File: config.mk
export PLATFORM = sky130hd
export DESIGN_NAME = fifo_ctl
export DESIGN_NICKNAME = d
export VERILOG_FILES = /design/src/logic/fifo_pkg.sv /design/src/logic/fifo_ptr_if.sv /design/src/logic/fifo_ctl.sv /design/src/logic/fifo_pop.sv /design/src/logic/fifo_push.sv /design/src/logic/fifo_thresh_regs.sv
export VERILOG_INCLUDE_DIRS = /design/src /design/src/logic
export SDC_FILE = /design/constraint.sdc
export NUM_CORES = 1
export LEC_CHECK = 0
export ABC_CLOCK_PERIOD_IN_PS = 6670
export BUFFER_PORTS_ARGS = -buffer_cell sky130_fd_sc_hd__buf_4
export CORE_AREA = 4 4 72 74
export DETAILED_ROUTE_END_ITERATION = 10
export DIE_AREA = 0 0 76 78
export GPL_TIMING_DRIVEN = 0
export SLEW_MARGIN = 10
export SYNTH_ARGS = -nofsm -noshare
export SYNTH_HDL_FRONTEND = slang
export SYNTH_SLANG_ARGS = --single-unit
File: constraint.sdc
create_clock -name rclk -period 6.67 [get_ports rclk]
set_input_delay 0.667 -clock rclk [delete_from_list [all_inputs] [get_ports rclk]]
set_output_delay 0.667 -clock rclk [all_outputs]
set_load 0.01 [all_outputs]
File: src/logic/fifo_consts.svh
// Depth is fixed at build time by FIFO_ADDR_W; thresholds must not exceed FIFO_DEPTH.
`ifndef FIFO_CONSTS_SVH
`define FIFO_CONSTS_SVH

// Address width of the external RAM.
`define FIFO_ADDR_W 4

// Entries held as a power of two.
`define FIFO_DEPTH (1 << `FIFO_ADDR_W)

`define FIFO_PAF_RESET 4 // Free entries below this raise prog_full.
`define FIFO_PAE_RESET 4 // Used entries below this raise prog_empty.

`endif

File: src/logic/fifo_pkg.sv
// Vector types sized from fifo_consts.svh; the wrap bit makes pointers one bit wider.
`include "fifo_consts.svh"

package fifo_pkg;

	// RAM address taken from the low pointer bits.
	typedef logic [`FIFO_ADDR_W-1:0] addr_t;

	// Pointer with wrap bit.
	typedef logic [`FIFO_ADDR_W:0] ptr_t;

	// Occupancy, free count or threshold up to FIFO_DEPTH.
	typedef logic [`FIFO_ADDR_W:0] level_t;

endpackage

File: src/logic/fifo_ptr_if.sv
// Single clock domain only; pointers cross between push and pop sides in binary.
interface fifo_ptr_if;

	// Registered pointers.
	fifo_pkg::ptr_t wptr;
	fifo_pkg::ptr_t rptr;

	// Include this cycle's accepted push or pop.
	fifo_pkg::ptr_t wptr_next;
	fifo_pkg::ptr_t rptr_next;

	modport push (
		output wptr,
		output wptr_next,
		input  rptr,
		input  rptr_next
	);

	modport pop (
		output rptr,
		output rptr_next,
		input  wptr,
		input  wptr_next
	);

endinterface

File: src/logic/fifo_ctl.sv
// Single-clock FIFO controller for an external RAM of FIFO_DEPTH entries; no data path.
`include "fifo_consts.svh"

module fifo_ctl (
	input  logic                 rclk,
	input  logic                 rst_n,
	input  logic                 wen,
	input  logic                 ren,
	input  logic                 cfg_we,
	input  logic                 cfg_sel,
	input  logic [`FIFO_ADDR_W:0]   cfg_data,
	output logic [`FIFO_ADDR_W-1:0] waddr,
	output logic [`FIFO_ADDR_W-1:0] raddr,
	output logic                 full,
	output logic                 almost_full,
	output logic                 prog_full,
	output logic                 overflow,
	output logic                 empty,
	output logic                 almost_empty,
	output logic                 prog_empty,
	output logic                 underflow
);
	fifo_pkg::level_t paf_thresh;
	fifo_pkg::level_t pae_thresh;

	fifo_ptr_if ptr_bus ();

	fifo_thresh_regs thresh_inst (
		.rclk       (rclk),
		.rst_n      (rst_n),
		.cfg_we     (cfg_we),
		.cfg_sel    (cfg_sel),
		.cfg_data   (cfg_data),
		.paf_thresh (paf_thresh),
		.pae_thresh (pae_thresh)
	);

	fifo_push push_inst (
		.rclk        (rclk),
		.rst_n       (rst_n),
		.wen         (wen),
		.ptr         (ptr_bus.push),
		.paf_thresh  (paf_thresh),
		.waddr       (waddr),
		.full        (full),
		.almost_full (almost_full),
		.prog_full   (prog_full),
		.overflow    (overflow)
	);

	fifo_pop pop_inst (
		.rclk         (rclk),
		.rst_n        (rst_n),
		.ren          (ren),
		.ptr          (ptr_bus.pop),
		.pae_thresh   (pae_thresh),
		.raddr        (raddr),
		.empty        (empty),
		.almost_empty (almost_empty),
		.prog_empty   (prog_empty),
		.underflow    (underflow)
	);

endmodule

File: src/logic/fifo_pop.sv
// Single clock only; a pop while empty is dropped and only updates underflow.
`include "fifo_consts.svh"

module fifo_pop (
	input  logic             rclk,
	input  logic             rst_n,
	input  logic             ren,
	fifo_ptr_if.pop          ptr,
	input  fifo_pkg::level_t pae_thresh,
	output fifo_pkg::addr_t  raddr,
	output logic             empty,
	output logic             almost_empty,
	output logic             prog_empty,
	output logic             underflow
);
	logic             pop_ok;
	logic             empty_next;
	logic             almost_empty_next;
	logic             prog_empty_next;
	fifo_pkg::level_t used_next;
	fifo_pkg::level_t used;

	assign pop_ok = ren & ~empty; // Accepted pop.

	assign ptr.rptr_next = ptr.rptr + fifo_pkg::ptr_t'(pop_ok);

	// Occupancy after both sides act this cycle.
	assign used_next = fifo_pkg::level_t'(ptr.wptr_next - ptr.rptr_next);

	// Current occupancy from the registered pointers.
	assign used = fifo_pkg::level_t'(ptr.wptr - ptr.rptr);

	assign empty_next        = (used_next == '0);
	assign almost_empty_next = (used_next == fifo_pkg::level_t'(1));
	assign prog_empty_next   = (used_next < pae_thresh);

	always_ff @(posedge rclk or negedge rst_n) begin
		if (!rst_n) begin
			ptr.rptr <= '0;
		end else begin
			ptr.rptr <= ptr.rptr_next;
		end
	end

	// Empty side starts asserted.
	always_ff @(posedge rclk or negedge rst_n) begin
		if (!rst_n) begin
			empty        <= 1'b1;
			almost_empty <= 1'b0;
			prog_empty   <= 1'b1;
		end else begin
			empty        <= empty_next;
			almost_empty <= almost_empty_next;
			prog_empty   <= prog_empty_next;
		end
	end

	always_ff @(posedge rclk or negedge rst_n) begin
		if (!rst_n) begin
			underflow <= 1'b0;
		end else if (ren) begin
			underflow <= empty; // Set only by a rejected pop.
		end
	end

	assign raddr = ptr.rptr[`FIFO_ADDR_W-1:0];

	// Pointer distance from both sides stays within the RAM.
	occupancy_check: assert property (
		@(posedge rclk) disable iff (!rst_n)
		used <= fifo_pkg::level_t'(`FIFO_DEPTH)
	) else $error("occupancy %0d exceeds FIFO depth", used);

endmodule

File: src/logic/fifo_push.sv
// Single clock only; a push while full is dropped and only updates overflow.
`include "fifo_consts.svh"

module fifo_push (
	input  logic             rclk,
	input  logic             rst_n,
	input  logic             wen,
	fifo_ptr_if.push         ptr,
	input  fifo_pkg::level_t paf_thresh,
	output fifo_pkg::addr_t  waddr,
	output logic             full,
	output logic             almost_full,
	output logic             prog_full,
	output logic             overflow
);
	logic             push_ok;
	logic             full_next;
	logic             almost_full_next;
	logic             prog_full_next;
	fifo_pkg::level_t used_next;
	fifo_pkg::level_t free_next;

	assign push_ok = wen & ~full; // Accepted push.

	assign ptr.wptr_next = ptr.wptr + fifo_pkg::ptr_t'(push_ok);

	// Occupancy after both sides act this cycle.
	assign used_next = fifo_pkg::level_t'(ptr.wptr_next - ptr.rptr_next);
	assign free_next = fifo_pkg::level_t'(`FIFO_DEPTH) - used_next;

	assign full_next        = (free_next == '0);
	assign almost_full_next = (free_next == fifo_pkg::level_t'(1));
	assign prog_full_next   = (free_next < paf_thresh);

	always_ff @(posedge rclk or negedge rst_n) begin
		if (!rst_n) begin
			ptr.wptr <= '0;
		end else begin
			ptr.wptr <= ptr.wptr_next;
		end
	end

	// Flags carry no extra latency over the pointers.
	always_ff @(posedge rclk or negedge rst_n) begin
		if (!rst_n) begin
			full        <= 1'b0;
			almost_full <= 1'b0;
			prog_full   <= 1'b0;
		end else begin
			full        <= full_next;
			almost_full <= almost_full_next;
			prog_full   <= prog_full_next;
		end
	end

	always_ff @(posedge rclk or negedge rst_n) begin
		if (!rst_n) begin
			overflow <= 1'b0;
		end else if (wen) begin
			overflow <= full; // Set only by a rejected push.
		end
	end

	assign waddr = ptr.wptr[`FIFO_ADDR_W-1:0];

	// Back-pressure must hold the write side still.
	full_hold_check: assert property (
		@(posedge rclk) disable iff (!rst_n)
		(full && wen) |=> $stable(ptr.wptr)
	) else $error("wptr moved on a push while full");

endmodule

File: src/logic/fifo_thresh_regs.sv
// Thresholds take effect from the edge after the write; values above FIFO_DEPTH are illegal.
`include "fifo_consts.svh"

module fifo_thresh_regs (
	input  logic             rclk,
	input  logic             rst_n,
	input  logic             cfg_we,
	input  logic             cfg_sel,
	input  fifo_pkg::level_t cfg_data,
	output fifo_pkg::level_t paf_thresh,
	output fifo_pkg::level_t pae_thresh
);
	logic paf_we;
	logic pae_we;

	// cfg_sel 0 is the full side, 1 the empty side.
	assign paf_we = cfg_we & ~cfg_sel;
	assign pae_we = cfg_we & cfg_sel;

	always_ff @(posedge rclk or negedge rst_n) begin
		if (!rst_n) begin
			paf_thresh <= fifo_pkg::level_t'(`FIFO_PAF_RESET);
		end else if (paf_we) begin
			paf_thresh <= cfg_data;
		end
	end

	always_ff @(posedge rclk or negedge rst_n) begin
		if (!rst_n) begin
			pae_thresh <= fifo_pkg::level_t'(`FIFO_PAE_RESET);
		end else if (pae_we) begin
			pae_thresh <= cfg_data;
		end
	end

	// A threshold above the depth would pin a prog flag forever.
	cfg_range_check: assert property (
		@(posedge rclk) disable iff (!rst_n)
		cfg_we |-> (cfg_data <= fifo_pkg::level_t'(`FIFO_DEPTH))
	) else $error("cfg_data %0d exceeds FIFO depth", cfg_data);

endmodule

After elaboration in Yosys (flattened, before gate mapping)
Index checks and enable logic that the tools add are counted.
{ "word_totals": {"wordCells": 29, "register_bits": 28, "in_bits": 11, "out_inout_bits": 16} }
{ "op_classes": {"n_eq_ne": 2, "add_sub_neg": 4, "reduce_logical": 2, "n_bitwise": 7, "order_cmp": 2} }
{ "op_table": {"columns": ["op", "count"], "rows": [
  ["$add 5x1->5", 2],
  ["$eq 5x1->1 const B", 2],
  ["$logic_not 5->1", 2],
  ["$lt 5x5->1", 2],
  ["$sub 5x5->5", 1],
  ["$sub 5x5->5 const A", 1],
  ["$and 1x1->1", 4],
  ["$not 1->1", 3]
]} }

Logic depth before layout (Yosys ltp)
Gate-level depths: netlist of the first run.
{ "depth": {"depth_word": 6, "ltp_mapped": 15, "mapped_depth_nobuf": 15} }

Cells and area by module
Synthesis of the first run repeated with hierarchy kept, for this count alone.
{ "unflattened": {"cells_unflattened": 148, "area_unflattened_um2": 1815.5} }
{ "by_module_without_submodules": {"columns": ["module", "n_inst", "area_per_inst_um2", "cells_per_inst", "seq_area_each_um2"], "rows": [
  ["fifo_pop", 1, 737.0, 67, 227.7],
  ["fifo_push", 1, 669.4, 59, 225.2],
  ["fifo_thresh_regs", 1, 409.1, 22, 252.7]
]} }

Worst setup path before layout of the first run
OpenSTA, ideal clock, no wires.
{ "synth_timing": {"path_type": "in2reg", "start": "in ren", "end": "reg push_inst.prog_full", "path_buffers": 0, "required_ns": 6.592, "t_arrival_ns": 3.112, "cell_stages": 13, "path_slack_ns": 3.480, "setup_time_ns": 0.078, "path_cell_list": "nor2b_1 -> ha_1 -> ha_1 -> inv_1 -> fa_1 -> a21o_1 -> a21oi_2 -> xnor3_2 -> inv_1 -> ha_1 -> inv_1 -> ha_1 -> o2bb2ai_1"} }
{ "synth_between": {"elab_chain_cells": 5} }
{ "synth_rtl": {"columns": ["element", "line_no", "source"], "rows": [
  ["start: declaration", "fifo_ctl.sv:8", "input logic ren,"],
  ["$and 1x1->1", "fifo_pop.sv:23", "assign pop_ok = ren & ~empty;"],
  ["$add 5x1->5", "fifo_pop.sv:25", "assign ptr.rptr_next = ptr.rptr + fifo_pkg::ptr_t'(pop_ok);"],
  ["net pop_inst.ptr.rptr_next[1]", "fifo_ptr_if.sv:21", "output rptr_next,"],
  ["$sub 5x5->5", "fifo_push.sv:28", "assign used_next = fifo_pkg::level_t'(ptr.wptr_next - ptr.rptr_next);"],
  ["$sub 5x5->5", "fifo_push.sv:29", "assign free_next = fifo_pkg::level_t'(`FIFO_DEPTH) - used_next;"],
  ["$lt 5x5->1", "fifo_push.sv:33", "assign prog_full_next = (free_next < paf_thresh);"],
  ["net push_inst.prog_full_next", "fifo_push.sv:19", "logic prog_full_next;"],
  ["end signal: assignment", "fifo_push.sv:52", "prog_full <= prog_full_next;"],
  ["end: declaration", "fifo_push.sv:13", "output logic prog_full,"]
]} }
The timed path passes the listed nets, and every way through them passes these cells.
A chain may end at the register's enable or synchronous reset.

Final worst setup path of the first run
{ "layout_timing": {"start": "in ren", "end": "reg push_inst.prog_full"} }
{ "layout_between": {"elab_chain_cells": 5} }
{ "layout_rtl": {"columns": ["element", "line_no"], "rows": [
  ["$and 1x1->1", "fifo_pop.sv:23"],
  ["$add 5x1->5", "fifo_pop.sv:25"],
  ["$sub 5x5->5", "fifo_push.sv:28"],
  ["$sub 5x5->5", "fifo_push.sv:29"],
  ["$lt 5x5->1", "fifo_push.sv:33"],
  ["net push_inst.prog_full_next", "fifo_push.sv:19"]
]} }
The timed path passes the listed nets, and every way through them passes these cells.

==> results of run 1 <==
final timing paths:
kind,start,cells past startpoint,end
worst max-delay path,ren,14,push_inst.prog_full$_DFF_PN0_
worst min-delay path,rst_n,1,push_inst.ptr.wptr[4]$_DFF_PN0_
worst max register to register,pop_inst.empty$_DFF_PN1_,13,push_inst.prog_full$_DFF_PN0_
worst min register to register,push_inst.ptr.wptr[4]$_DFF_PN0_,1,push_inst.ptr.wptr[4]$_DFF_PN0_
max in group asynchronous,rst_n,1,thresh_inst.pae_thresh[2]$_DFFE_PN1P_
min in group rclk,push_inst.ptr.wptr[4]$_DFF_PN0_,1,push_inst.ptr.wptr[4]$_DFF_PN0_
layout make-up:
type	count	share of cell area
plain buffers	9	0.0338
clock buffers	4	0.0292
multi-input cells	78	0.386
flip-flops and latches	28	0.374
repair buffers	26	0.103
well taps	54	0.0358
inverters	19	0.0378
per-stage QoR:
stage	setup WS, ns	util	instances
after floorplan	3.48	-	134
after global routing	3.22	0.411	218
after detailed placement	3.16	0.399	214
after CTS	3.43	0.411	218
after global placement	3.17	0.399	214
final	3.44	0.411	218
cell usage in the layout (no fill, tap or decap):
master,netlist,routed
nor3b_1,1,1
nand2_1,5,5
a31oi_1,1,1
nor2_1,4,4
fa_1,1,1
nor3_1,1,1
a21oi_2,1,1
nand3_2,1,1
a21boi_0,2,2
o21a_1,2,2
buf_4,8,34
inv_1,19,19
ha_1,21,21
xor2_1,5,5
nor4b_2,1,1
xnor2_1,3,3
o2bb2ai_1,2,2
dfrtp_1,24,24
a21o_1,2,2
clkbuf_1,1,1
o21ai_0,6,6
nor2b_1,3,3
xor3_1,1,1
xnor2_2,1,1
clkbuf_8,0,4
nand3_1,5,5
mux2_2,8,8
dfstp_2,4,4
xnor3_2,1,1
cells by family after synthesis:
group | synth area share
muxes | 0.0574
buffers and inverters | 0.0861
xor gates and xnor gates | 0.0853
adders and majority gates | 0.180
DFF | 0.449
and+or+nand+nor | 0.0733
AOI/OAI and AO/OA | 0.0685
layer usage:
layer | global-route usage | up-vias | routed length (µm)
met5 | 0 | - | 0
met4 | 0.0320 | 0 | 33
met3 | 0.0244 | 4 | 139
met2 | 0.170 | 26 | 1280
met1 | 0.112 | 475 | 1160
li1 | - | 492 | -
registers in the layout, summed over array words and instances, names as in the netlist:
register and flops:
push_inst.almost_full 1, pop_inst.underflow 1, thresh_inst.paf_thresh 5, pop_inst.almost_empty 1
pop_inst.ptr.rptr 5, push_inst.overflow 1, pop_inst.prog_empty 1, push_inst.prog_full 1
thresh_inst.pae_thresh 5, pop_inst.empty 1, push_inst.ptr.wptr 5, push_inst.full 1
worst max-delay path: cells and delay by family:
family | cells | cell delay, ns
adder cells (fa/ha/maj) | 5 | 1.32
AO/OA/AOI/OAI | 3 | 0.56
XOR/XNOR | 2 | 0.48
AND/OR/NAND/NOR | 2 | 0.22
buffers and inverters | 2 | 0.16
synthesized netlist by cell type:
cell,count,area (µm²)
xor2_1,5,43.8
o2bb2ai_1,2,17.5
nor2b_1,3,18.8
inv_1,19,71.3
mux2_2,8,90.1
o21ai_0,6,30.0
xor3_1,1,23.8
nor2_1,4,15.0
ha_1,21,263
a21boi_0,2,15.0
dfrtp_1,24,601
a31oi_1,1,6.26
xnor2_2,1,16.3
nor4b_2,1,15.0
fa_1,1,20.0
dfstp_2,4,105
nand3_2,1,10.0
nand3_1,5,25.0
nand2_1,5,18.8
buf_4,8,60.1
a21oi_2,1,8.76
xnor2_1,3,26.3
nor3b_1,1,7.51
o21a_1,2,15.0
a21o_1,2,15.0
xnor3_2,1,23.8
clkbuf_1,1,3.75
nor3_1,1,5.00
==> results.md, run 1 <==
- Final Skew: 0.00624 ns
- Max-slew headroom: 0.666
- Port buffer count: 26
- CTS buffer count: 3
- Via Count: 997
- Footprint of the multi-input gates: 729 µm²
- Initial antenna violation count: 0
- Post-synthesis instance total: 134
- Via/cell ratio: 4.57
- CTS resizes: 0
- CP most frequent cell: ha_1
- Crit path cell chain: buf_4 > nor2b_1 > ha_1 > ha_1 > xnor2_1 > ha_1 > a21o_1 > a31oi_1 > xnor2_1 > nor3b_1 > ha_1 > inv_1 > ha_1 > o2bb2ai_1
- Sink Count: 28
- Chip width: 76 µm
- Max cap viols: 0
- Post-detail-place hpwl: 2090 µm
- Hold-fix buffers at CTS: 0
- Share of layout cells above drive strength 1: 0.335
- Critical path required time: 6.88 ns
- # fillers: 443
- Post-synth net total: 167
- Count of distinct cell types in the synthesized netlist: 28
- Flop2flop setup slack: 3.47 ns
- Vias in the first global route: 1066
- Rows: 25
- Crit Path Category: input port to flop
- Nets: 198
- Synthesis-stage register bit count: 28
- DRT Pass-1 Iters: 5
- Initial drt markers: 37
- Clk root buf: clkbuf_8
- TritonCTS clock tree: built
- Minimum clock period: 3.23 ns
- Worst hold path type: input port to async pin
- Synthesized area: 1570 µm²
- Design Area, Final: 1890 µm²
- Critical Path Fanout Max: 4
- Crit end category: flop
- H-Tree Depth: 1
- Clock slew at reported path FFs: 0.10 ns
- Avg Inst Size Synth: 11.7 µm²
- Wirelength per Cell: 12.0 µm
- Io pins: 27
- Grt total ovfl: 0
- Cell Area, Placed: 1830 µm²
- Unrepaired setup endpoints after global routing: no
- Seq. cell area: 706 µm²
- First-pass GRT wire length: 4730 µm
- Initial core utilization: 0.341
- Detailed-route DRC error count: 0
- Hold Violations, Final: 0
- Max incr delay on CP: 0.33 ns
- Status: complete, no violations
- Register area share after synthesis: 0.449
- Die area: 5930 µm²
- Largest net degree at the start of global routing: 29
- Crit share post-route: 0.485
- Ys Warns: 0
- Clk buf depth: 2
- Slew @ Worst Pin: 0.500 ns
- ANT nets after route: 0
- Routability cong.: 0.765
- Total global-route track usage: 0.0962
- Final Max Tran Viols: 0
- WP data arrival: 3.44 ns
- Number of setup violations in the final report: 0
- Ant. Diodes: 0
- Peak Freq: 0.309 GHz
- Core Footprint: 4600 µm²
- Post-CTS setup-driven buffer insertion count: 0
- CP startpoint kind: input port
- Area growth from synthesis to layout: 20.2%
- Setup TNS: 0 ns
- Routed wire length: 2610 µm
- Worst-Skew Late Latency: 0.27 ns
- Final Hold Slack: 0.298 ns
- CP max-delay cell: ha_1
- Die height: 78 µm
Power of run 1 is left out: the tool's default activity adds up to more than one toggle a clock period on the data nets, which glitch-free logic cannot reach.
==> inputs of run 2 (changes only) <==
--- a/config.mk
+++ b/config.mk
@@ -6,7 +6,7 @@
 export SDC_FILE = /design/constraint.sdc
 export NUM_CORES = 1
 export LEC_CHECK = 0
-export ABC_CLOCK_PERIOD_IN_PS = 6670
+export ABC_CLOCK_PERIOD_IN_PS = 3330
 export BUFFER_PORTS_ARGS = -buffer_cell sky130_fd_sc_hd__buf_4
 export CORE_AREA = 4 4 72 74
 export DETAILED_ROUTE_END_ITERATION = 10
==> constraint.sdc (replaced) <==
create_clock -name rclk -period 3.33 [get_ports rclk]
set_input_delay 0.333 -clock rclk [delete_from_list [all_inputs] [get_ports rclk]]
set_output_delay 0.333 -clock rclk [all_outputs]
set_load 0.01 [all_outputs]
==> results.md, run 2 (synthesized netlist as in run 1, its figures left out) <==
- Reg-to-Reg End: push_inst.prog_full$_DFF_PN0_
- Routed wire length: 2680 µm
- Routability cong.: 0.765
- Via Count: 996
- Slew @ Worst Pin: 0.367 ns
- Footprint of the multi-input gates: 761 µm²
- Critical path required time: 3.54 ns
- Setup TNS: 0 ns
- Grt total ovfl: 0
- Seq. cell area: 706 µm²
- Detailed-route DRC error count: 0
- Vias in the first global route: 1071
- Core Footprint: 4600 µm²
- Clk buf depth: 2
- TritonCTS clock tree: built
- Status: complete, no violations
- CP startpoint kind: flop
- Chip width: 76 µm
- Worst hold path type: input port to flop
- Max-slew headroom: 0.755
- Final Hold Slack: 0.281 ns
- Worst-Skew Late Latency: 0.27 ns
- Hold path cells: 3
- DRT Pass-1 Iters: 4
- Crit share post-route: 0.962
- Worst r2r src: pop_inst.empty$_DFF_PN1_
- Total global-route track usage: 0.0965
- ANT nets after route: 0
- Die height: 78 µm
- Worst Hold End: thresh_inst.paf_thresh[1]$_DFFE_PN0P_
- Port buffer count: 26
- Share of layout cells above drive strength 1: 0.364
- Rows: 25
- Reg2Reg Depth: 13
- # fillers: 438
- Final Max Tran Viols: 0
- Ant. Diodes: 0
- Post-detail-place hpwl: 2090 µm
- Max cap viols: 0
- Most frequent cells in the layout: buf_4, dfrtp_1, ha_1
- Io pins: 27
- WP data arrival: 3.41 ns
- Wirelength per Cell: 12.2 µm
- Crit end category: flop
- Hold Violations, Final: 0
- First-pass GRT wire length: 4750 µm
- Clk root buf: clkbuf_8
- Initial drt markers: 43
- CTS buffer count: 3
- Flop2flop setup slack: 0.13 ns
- Peak Freq: 0.312 GHz
- Post-CTS setup-driven buffer insertion count: 0
- Initial core utilization: 0.341
- Cell Area, Placed: 1830 µm²
- Critical Path Fanout Max: 4
- Crit Path Category: flop to flop
- H-Tree Depth: 1
- Largest net degree at the start of global routing: 29
- Design Area, Final: 1930 µm²
- Nets: 199
- Area growth from synthesis to layout: 22.9%
- Number of setup violations in the final report: 0
- Minimum clock period: 3.20 ns
- Final Skew: 0.00644 ns
- Clock slew at reported path FFs: 0.10 ns
- Sink Count: 28
- Die area: 5930 µm²
- Via/cell ratio: 4.55
- Commonest non-fill, non-tap cell in the layout: buf_4
- Min-delay src: cfg_data[1]
- Initial antenna violation count: 0
==> run 2: layout make-up <==
| cell class | count | area share |
|---|---|---|
| repair buffers | 27 | 0.106 |
| flip-flops and latches | 28 | 0.366 |
| well taps | 54 | 0.0350 |
| multi-input cells | 78 | 0.394 |
| clock buffers | 4 | 0.0285 |
| inverters | 19 | 0.0370 |
| plain buffers | 9 | 0.0331 |
==> run 2: worst max-delay path, cell delays in order, from the launching register on <==
cell and delay [ns]:
dfstp_2 0.55, nor2b_1 0.05, ha_1 0.20, ha_1 0.21, xnor2_1 0.25, ha_1 0.34, a21o_1 0.20, a31oi_2 0.24
xnor2_2 0.14, nor3b_1 0.24, ha_1 0.29, inv_1 0.07, ha_1 0.22, o2bb2ai_1 0.13
==> run 2: how the worst max path moves through the flow <==
stage                                   startpoint                       endpoint  slack (ns)  cells past startpoint
final                     pop_inst.empty$_DFF_PN1_  push_inst.prog_full$_DFF_PN0_        0.13                     13
after global placement                         ren  push_inst.prog_full$_DFF_PN0_        0.16                     14
after floorplan           pop_inst.empty$_DFF_PN1_  push_inst.prog_full$_DFF_PN0_        0.33                     13
after global routing      pop_inst.empty$_DFF_PN1_  push_inst.prog_full$_DFF_PN0_        -0.1                     13
after CTS                 pop_inst.empty$_DFF_PN1_  push_inst.prog_full$_DFF_PN0_        0.11                     13
after detailed placement                       ren  push_inst.prog_full$_DFF_PN0_        0.15                     14
==> run 2: stage by stage <==
step                worst slack (ns)  std cells  utilization
floorplan                      0.329        134            -
global placement               0.161        214        0.399
detailed placement             0.151        214        0.399
CTS                            0.108        219        0.413
global route                 -0.0984        219        0.420
finish                         0.128        219        0.420
==> run 2: repair_timing <==
action / in CTS / in global routing
gates resized for setup: 0 / 6
endpoints found under the setup margin: 0 / 1
endpoints found under the hold margin: 24 / 0
hold buffers: 1 / 0
==> run 2: per-layer routing <==
metal  global-route usage  vias up  share of wire
met3               0.0244        4          0.054
met2                0.170       28           0.50
met1                0.113      473           0.44
met5                    0        -              0
li1                     -      491              -
met4               0.0320        0          0.010
Power of run 2 is left out for the same reason.
